<file path="src/subsys_defs.svh">
//--------------------------------------------------------------------------
// Bus and counter widths shared by the core glue.
// The AHB-Lite data width is fixed by the core at 32 bits. The lane
// steering in the aligner covers 4 byte lanes, so HDATA_W must stay
// equal to 8 << LANE_OFS_W.
// The system counter width must match the core's counter input.
//--------------------------------------------------------------------------

`ifndef SUBSYS_DEFS_SVH
`define SUBSYS_DEFS_SVH

// AHB-Lite address width, all three master ports
`define HADDR_W 32

// AHB-Lite read and write data width
`define HDATA_W 32

// byte offset inside one data beat
// (haddr low bits seen by the aligner)
`define LANE_OFS_W 2

// free-running system counter
`define SYS_CNT_W 64

`endif
</file>
<file path="src/subsys_pkg.sv">
//--------------------------------------------------------------------------
// Shared AHB-Lite types for the core glue.
// Only byte, half and word sizes are supported. Larger hsize codes are
// legal encodings but the aligner returns zero data for them.
// hresp is kept two bits wide as the slaves drive it; only bit 0 is
// forwarded to the core as the error flag.
//--------------------------------------------------------------------------

`include "subsys_defs.svh"

package subsys_pkg;

  // AHB-Lite htrans encoding
  typedef enum logic [1:0] {
    HTRANS_IDLE   = 2'b00,
    HTRANS_BUSY   = 2'b01,
    HTRANS_NONSEQ = 2'b10,
    HTRANS_SEQ    = 2'b11
  } htrans_e;

  // AHB-Lite hsize encoding, up to word only
  typedef enum logic [2:0] {
    HSIZE_BYTE = 3'b000,
    HSIZE_HALF = 3'b001,
    HSIZE_WORD = 3'b010
  } hsize_e;

  // address phase, driven by the core side master
  typedef struct packed {
    htrans_e                htrans;
    logic                   hwrite;
    hsize_e                 hsize;
    logic [`HADDR_W-1:0]    haddr;
  } ahb_addr_phase_t;

  // data phase response from the slave
  typedef struct packed {
    logic [`HDATA_W-1:0]    hrdata;
    logic                   hready;
    // okay / error, bit 1 unused by the core
    logic [1:0]             hresp;
  } ahb_data_phase_t;

  // what the core gets back
  typedef struct packed {
    logic [`HDATA_W-1:0]    rdata;
    logic                   hready;
    logic                   err;
  } ahb_rd_aligned_t;

endpackage

</file>
<file path="src/cpu_subsys_glue.sv">
//--------------------------------------------------------------------------
// Glue logic that sits around the processor core.
// Three AHB-Lite read aligners (system, instruction, data) and the
// counter/reset/event block. The core and the slaves connect outside.
// All three ports share cpu_clk and pg_reset_b; no clock crossing here.
// Write data and all other bus signals do not pass through this block.
//--------------------------------------------------------------------------

`timescale 1ns/1ps

`include "subsys_defs.svh"

module cpu_subsys_glue (
  input  logic                         cpu_clk,
  input  logic                         pg_reset_b,
  input  logic                         hartreset_n,
  input  logic                         ndmreset_n,
  input  logic [1:0]                   nmi_wake_int_lower,

  // address phases from the core masters
  input  subsys_pkg::ahb_addr_phase_t  sys_addr_phase,
  input  subsys_pkg::ahb_addr_phase_t  ibus_addr_phase,
  input  subsys_pkg::ahb_addr_phase_t  dbus_addr_phase,

  // data phases from the slaves
  input  subsys_pkg::ahb_data_phase_t  sys_data_phase,
  input  subsys_pkg::ahb_data_phase_t  ibus_data_phase,
  input  subsys_pkg::ahb_data_phase_t  dbus_data_phase,

  // aligned responses back to the core
  output subsys_pkg::ahb_rd_aligned_t  sys_rd,
  output subsys_pkg::ahb_rd_aligned_t  ibus_rd,
  output subsys_pkg::ahb_rd_aligned_t  dbus_rd,

  // core control
  output logic                         cpu_rst_b,
  output logic                         sys_rst,
  output logic                         cpu_nmi,
  output logic                         cpu_wakeup,
  output logic [`SYS_CNT_W-1:0]        sys_cnt
);

  // system bus port
  ahbl_rdata_aligner u_sys_align (
    .cpu_clk    (cpu_clk),
    .pg_reset_b (pg_reset_b),
    .addr_phase (sys_addr_phase),
    .data_phase (sys_data_phase),
    .rd_aligned (sys_rd)
  );

  // instruction fetch port
  // fetches are mostly word, half for compressed code
  ahbl_rdata_aligner u_ibus_align (
    .cpu_clk    (cpu_clk),
    .pg_reset_b (pg_reset_b),
    .addr_phase (ibus_addr_phase),
    .data_phase (ibus_data_phase),
    .rd_aligned (ibus_rd)
  );

  // data port, all sizes
  ahbl_rdata_aligner u_dbus_align (
    .cpu_clk    (cpu_clk),
    .pg_reset_b (pg_reset_b),
    .addr_phase (dbus_addr_phase),
    .data_phase (dbus_data_phase),
    .rd_aligned (dbus_rd)
  );

  // counter, resets and events
  subsys_ctrl u_ctrl (
    .cpu_clk            (cpu_clk),
    .pg_reset_b         (pg_reset_b),
    .hartreset_n        (hartreset_n),
    .ndmreset_n         (ndmreset_n),
    .nmi_wake_int_lower (nmi_wake_int_lower),
    .cpu_rst_b          (cpu_rst_b),
    .sys_rst            (sys_rst),
    .cpu_nmi            (cpu_nmi),
    .cpu_wakeup         (cpu_wakeup),
    .sys_cnt            (sys_cnt)
  );

endmodule

</file>
<file path="src/subsys_ctrl.sv">
//--------------------------------------------------------------------------
// System counter, core reset combining and nmi/wakeup split.
// The counter runs from pg_reset_b only; a debug hart reset does not
// clear it. The reset and event outputs are pure combinational and
// need synchronising by the receiver if their sources are async.
//--------------------------------------------------------------------------

`timescale 1ns/1ps

`include "subsys_defs.svh"

module subsys_ctrl (
  input  logic                   cpu_clk,
  input  logic                   pg_reset_b,
  // debug module reset requests, active low
  input  logic                   hartreset_n,
  input  logic                   ndmreset_n,
  // bit 0 nmi, bit 1 wakeup
  input  logic [1:0]             nmi_wake_int_lower,
  output logic                   cpu_rst_b,
  output logic                   sys_rst,
  output logic                   cpu_nmi,
  output logic                   cpu_wakeup,
  output logic [`SYS_CNT_W-1:0]  sys_cnt
);

  // incremented counter value, wraps at full width
  logic [`SYS_CNT_W-1:0] sys_cnt_nxt;

  assign sys_cnt_nxt = sys_cnt + 1'b1;

  // free-running system counter
  // zero while power-gated reset is held
  always_ff @(posedge cpu_clk or negedge pg_reset_b) begin
    if (!pg_reset_b) begin
      sys_cnt <= '0;
    end else begin
      sys_cnt <= sys_cnt_nxt;
    end
  end

  // core held in reset by either source
  assign cpu_rst_b = pg_reset_b & hartreset_n;

  // non-debug-module reset goes out as is
  // active level is the debug module's
  assign sys_rst = ndmreset_n;

  // event split
  assign cpu_nmi    = nmi_wake_int_lower[0];
  assign cpu_wakeup = nmi_wake_int_lower[1];

endmodule

</file>
<file path="src/ahbl_rdata_aligner.sv">
//--------------------------------------------------------------------------
// Read-data lane alignment for one AHB-Lite master port.
// Observes the bus only, never stalls it. Size and offset are captured
// on accepted NONSEQ reads only; SEQ beats reuse the last capture, so
// bursts must keep the size and lane of their first beat.
// Unsupported size/offset pairs return all-zero read data.
// rdata is combinational from hrdata, no added latency.
//--------------------------------------------------------------------------

`timescale 1ns/1ps

`include "subsys_defs.svh"

module ahbl_rdata_aligner (
  input  logic                         cpu_clk,
  input  logic                         pg_reset_b,
  input  subsys_pkg::ahb_addr_phase_t  addr_phase,
  input  subsys_pkg::ahb_data_phase_t  data_phase,
  output subsys_pkg::ahb_rd_aligned_t  rd_aligned
);

  // byte lanes in one beat
  localparam int LANES = 1 << `LANE_OFS_W;

  // captured read size and byte offset
  subsys_pkg::hsize_e          cap_size;
  logic [`LANE_OFS_W-1:0]      cap_ofs;

  // phase accepted and starts a new read
  logic                        rd_start;

  // lanes that survive in the data phase
  logic [LANES-1:0]            lane_keep;
  logic [`HDATA_W-1:0]         rdata_algn;

  // accept on hready, only nonseq reads update
  assign rd_start = data_phase.hready
                    && (addr_phase.htrans == subsys_pkg::HTRANS_NONSEQ)
                    && !addr_phase.hwrite;

  // capture register
  // reset value is word at offset 0 -> passthrough
  always_ff @(posedge cpu_clk or negedge pg_reset_b) begin
    if (!pg_reset_b) begin
      cap_size <= subsys_pkg::HSIZE_WORD;
      cap_ofs  <= '0;
    end else if (rd_start) begin
      cap_size <= addr_phase.hsize;
      cap_ofs  <= addr_phase.haddr[`LANE_OFS_W-1:0];
    end
  end

  // lane select from size and offset
  always_comb begin
    lane_keep = '0;
    case (cap_size)
      subsys_pkg::HSIZE_BYTE: begin
        // any offset is legal for a byte
        lane_keep[cap_ofs] = 1'b1;
      end
      subsys_pkg::HSIZE_HALF: begin
        // halfword must sit at offset 0 or 2
        if (!cap_ofs[0]) begin
          lane_keep[cap_ofs +: 2] = 2'b11;
        end
      end
      subsys_pkg::HSIZE_WORD: begin
        // only aligned words pass
        if (cap_ofs == '0) begin
          lane_keep = '1;
        end
      end
      default: begin
        // wider sizes unsupported, all lanes zero
        lane_keep = '0;
      end
    endcase
  end

  // keep selected lanes in place, zero the rest
  always_comb begin
    rdata_algn = '0;
    for (int i = 0; i < LANES; i++) begin
      if (lane_keep[i]) begin
        rdata_algn[i*8 +: 8] = data_phase.hrdata[i*8 +: 8];
      end
    end
  end

  // back to the core
  always_comb begin
    rd_aligned.rdata  = rdata_algn;
    // handshake passes straight through
    rd_aligned.hready = data_phase.hready;
    // core only sees the error bit
    rd_aligned.err    = data_phase.hresp[0];
  end

endmodule

</file>
<file path="config.mk">
export PLATFORM = sky130hd
export DESIGN_NAME = cpu_subsys_glue
export DESIGN_NICKNAME = d
export VERILOG_FILES = /design/src/subsys_pkg.sv /design/src/cpu_subsys_glue.sv /design/src/subsys_ctrl.sv /design/src/ahbl_rdata_aligner.sv
export VERILOG_INCLUDE_DIRS = /design/src
export SDC_FILE = /design/constraint.sdc
export NUM_CORES = 1
export LEC_CHECK = 0
export ABC_AREA = 1
export BUFFER_PORTS_ARGS = -buffer_cell sky130_fd_sc_hd__buf_2
export CORE_AREA = 5 5 149 151
export CTS_CLUSTER_SIZE = 28
export DETAILED_ROUTE_END_ITERATION = 16
export DIE_AREA = 0 0 154 156
export PLACE_DENSITY = 0.64
export SYNTH_ARGS = -nofsm -noshare
export SYNTH_HDL_FRONTEND = slang
export SYNTH_SLANG_ARGS = --single-unit
</file>
<file path="constraint.sdc">
create_clock -name cpu_clk -period 1.4 [get_ports cpu_clk]
set_input_delay 0.14 -clock cpu_clk [delete_from_list [all_inputs] [get_ports cpu_clk]]
set_output_delay 0.14 -clock cpu_clk [all_outputs]
set_load 0.1 [all_outputs]
</file>
==> out/metrics.yaml <==
timing:
  fin_crit_sh_pct: 138
  final-hold-violation-count: 0
  clock.fmax_mhz: 518
  rsz0062_at_grt: "yes"
  finalSetupViolCount: 146
  fin_worst_skew_ns: 0.0131
  worst_pin_slew_ns: 0.516
  hold_slack_ns: 0.0356
  setup-tns-final_ns: -50.09
  slew_headroom_pct: 65.8
  drv_slew: 0
  worst_slack_ns: -0.532
  period_needed_ns: 1.93
synth:
  yosysTopAreaCell: "dfrtp_1"
  synth_mux_area_share_pct: 0
  synth_top_area_share_pct: 36.2
  ys_warn_count: 0
  synthTopCellsByArea: "dfrtp_1 36%, nand2_1 20%, inv_1 11%, nor2_1 11%, xnor2_1 3.3%"
  synth_compound_area_share_pct: 4.05
  async_flop_share_pct: 100
  syn-num-nets: 1053
  yosys.area_share.simple_pct: 40.4
  synthAdderAreaFrac_pct: 0.238
  synth-seq-cells: 79
  yosys.area_share.xor_xnor_pct: 5.17
  netlist_top_cells_count: "279 x nand2_1, 157 x inv_1, 157 x nor2_1, 76 x dfrtp_1, 28 x nand3_1"
  synth_cell_types: 22
  synth-edff-count: 0
  synthFlopType: "dfrtp_1"
  syn_avg_cell_area_um2: 6.36
  synth_top_family_by_area: "simple AND/OR/NAND/NOR gates"
  yosysMostFrequentCell: "nand2_1"
  ys_seq_area_share_pct: 37.7
  netlist_area_um2: 5260
  synthCells: 827
clock_tree:
  root_buffer: "clkbuf_16"
  tritoncts: "yes"
  path_clk_slew_ns: 0.06
  cts_buffer_depth: 2
  cts_max_level: 3
  clock_latency_ns: 0.35
  numCtsBuffers: 9
  cts_sinks: 79
drt:
  ant_nets: 0
  drc: 0
  drt-total-wl_mm: 24.0
  viasPerCell: 4.44
  vias: 6830
  drtIter0Drc: 381
  wl_per_cell_um: 15.6
  drtPass1Iterations: 5
die:
  die_width_um: 154
  io_pins: 395
  initial_core_util_pct: 25.4
  rows: 53
  core_area_um2: 20700
  dieArea_um2: 24000
  die_h_um: 156
setup_path:
  cpPeakStageDelay_ns: 0.57
  cp-start-kind: "register"
  reg2reg_depth: 9
  critPathKind: "register to output pin"
  cp.arrival_ns: 1.79
  endpoint_kind: "output pin"
  cp_data_required_time_ns: 1.26
  critPathSlowestCell: "dfstp_2"
  startpoint: "u_ibus_align.cap_size[1]$_DFFE_PN1P_"
  worstPathCellList: "nand4_1, buf_4, nand3_4, nand2_2, clkinvlp_4, buf_12"
  rr_startpoint: "u_ctrl.sys_cnt[0]$_DFF_PN0_"
  critPathMaxFanout: 8
finish:
  num_antenna_cells: 0
  drive_gt1_share_pct: 66.0
  layout.nets: 1484
  nFillCells: 1691
  syn_to_final_growth_pct: 133
power:
  intPower_w: 0.00494
  p_seq_share_pct: 32.9
  pwr-share-clk_pct: 35.0
  p_sw_share_pct: 34.0
  netSwitchingPower_w: 0.00255
  p_comb_share_pct: 32.1
  vdd_drop_max_uv: 479
  p_leak_nw: 5.65
  power.density_nw_per_um2: 612
grt:
  grt_pass1_vias: 6935
  grt_busiest_layer: "met2"
  grt_pass1_wl_mm: 36.5
  grtUsageMet3_pct: 4.19
  gr-usage-met2_pct: 35.8
  grt_max_degree: 57
  grt_overflow: 0
  met1_usage_pct: 20.6
  antenna_found_initial: 1
  grt_use_total_pct: 18.7
worst_hold_path:
  hold_depth: 3
  hold_path_class: "input port to register"
  hold_path_startpoint: "ibus_addr_phase[33]"
placement:
  dp_slack_ns: -0.190
  place.gp.congestion: 0.966
  portBuffers: 289
  dp_hpwl_mm: 19.6
outcome:
  outcome: "complete, but fails checks"
  violations: "setup timing"
flow_run:
  cap_violations: 0
[through the flow]
step | total power [W] | cell area, um2 | std cells | util [%]
3_5_place_dp | 0.00464 | 10900 | 1504 | 52.5
3_3_place_gp | 0.00460 | 10900 | 1504 | 52.5
2_1_floorplan | 0.00374 | 6380 | 827 | -
4_1_cts | 0.00750 | 11900 | 1534 | 57.4
6_report | 0.00748 | 12200 | 1538 | 59.1
5_1_grt | 0.00778 | 12200 | 1538 | 59.1
[flip-flops by register name (all words and copies together) (netlist names)]
register,cells
u_dbus_align.cap_ofs,2
u_ctrl.sys_cnt,64
u_sys_align.cap_size,3
u_dbus_align.cap_size,3
u_ibus_align.cap_ofs,2
u_sys_align.cap_ofs,2
u_ibus_align.cap_size,3
[power by group through the flow]
stage          Combinational, W  Sequential (W)  Clock [W]
6_report                0.00240         0.00246    0.00262
5_1_grt                 0.00252         0.00247    0.00279
4_1_cts                 0.00234         0.00245    0.00271
3_5_place_dp            0.00216         0.00249          0
3_3_place_gp            0.00212         0.00248          0
2_1_floorplan           0.00125         0.00249          0
[metal layers]
| metal | part of all wire, % | vias up |
|---|---|---|
| li1 | - | 3323 |
| met1 | 37 | 3229 |
| met2 | 55 | 244 |
| met3 | 6.1 | 34 |
| met4 | 1.8 | 0 |
| met5 | 0 | - |
[final cells by class]
cell class                      instances  area, um2  area share, %
Timing Repair Buffer                  429       4500           36.8
Tap cell                              275        344           2.82
Inverter                              157        862           7.05
Clock buffer                           11        253           2.07
Clock inverter                          5       80.1          0.655
Sequential cell                        79       2180           17.9
Multi-Input combinational cell        582       4000           32.7
[critical path, delay by kind of cell, from the launching register on]
family / cells / cell delay (ns)
flip-flops: 1 / 0.57
AND/OR/NAND/NOR: 3 / 0.43
buffers and inverters: 3 / 0.43
[cell usage in the layout, fill, tap and decap left out, types with 2 or more instances in the layout]
cell type     n
nor2_8        2
o211ai_1      3
nand3_1       4
nand2_8       6
nand3_4       5
buf_6        25
nand3_2      19
dfrtp_4      48
nand2_4      85
xnor2_2       4
inv_2        12
clkbuf_4      3
bufinv_16     2
xnor2_1      16
nor3_4        3
o21ai_2      21
nand4_1      15
nor2_2       35
nor2_1       95
xor2_1       10
dfrtp_1      11
dfstp_2       3
clkbuf_8      2
buf_2       143
dfrtp_2      17
nand2_2      17
nand3b_1      4
clkbuf_16     9
inv_1        72
clkinvlp_4   74
buf_12      123
o21ai_1       2
nor2_4       38
a21oi_1      15
nand2_1     181
buf_4       134
[worst paths after layout]
kind                                                   endpoint  slack (ns)
max                                                 ibus_rd[15]       -0.53
max in group asynchronous   u_sys_align.cap_size[1]$_DFFE_PN1P_        0.67
max reg2reg                        u_ctrl.sys_cnt[46]$_DFF_PN0_       -0.25
min reg2reg                        u_ctrl.sys_cnt[63]$_DFF_PN0_        0.52
min                        u_ibus_align.cap_size[1]$_DFFE_PN1P_        0.04
min in group asynchronous          u_ctrl.sys_cnt[58]$_DFF_PN0_        0.39
[logic make-up after synthesis]
logic type / count (synthesis)
DFF: 79
and+or+nand+nor: 509
AOI/OAI and AO/OA: 41
buffers and inverters: 166
xor gates and xnor gates: 31
adders and majority gates: 1
[repair_timing]
action,in CTS,in global routing
resized for setup,136,85
endpoints found under the hold margin,76,0
buffers inserted,13,8
cloned,0,0
pin swaps,52,57
endpoints found under the setup margin,166,155
hold buffers,1,0
(Power assumes the default switching activity.)
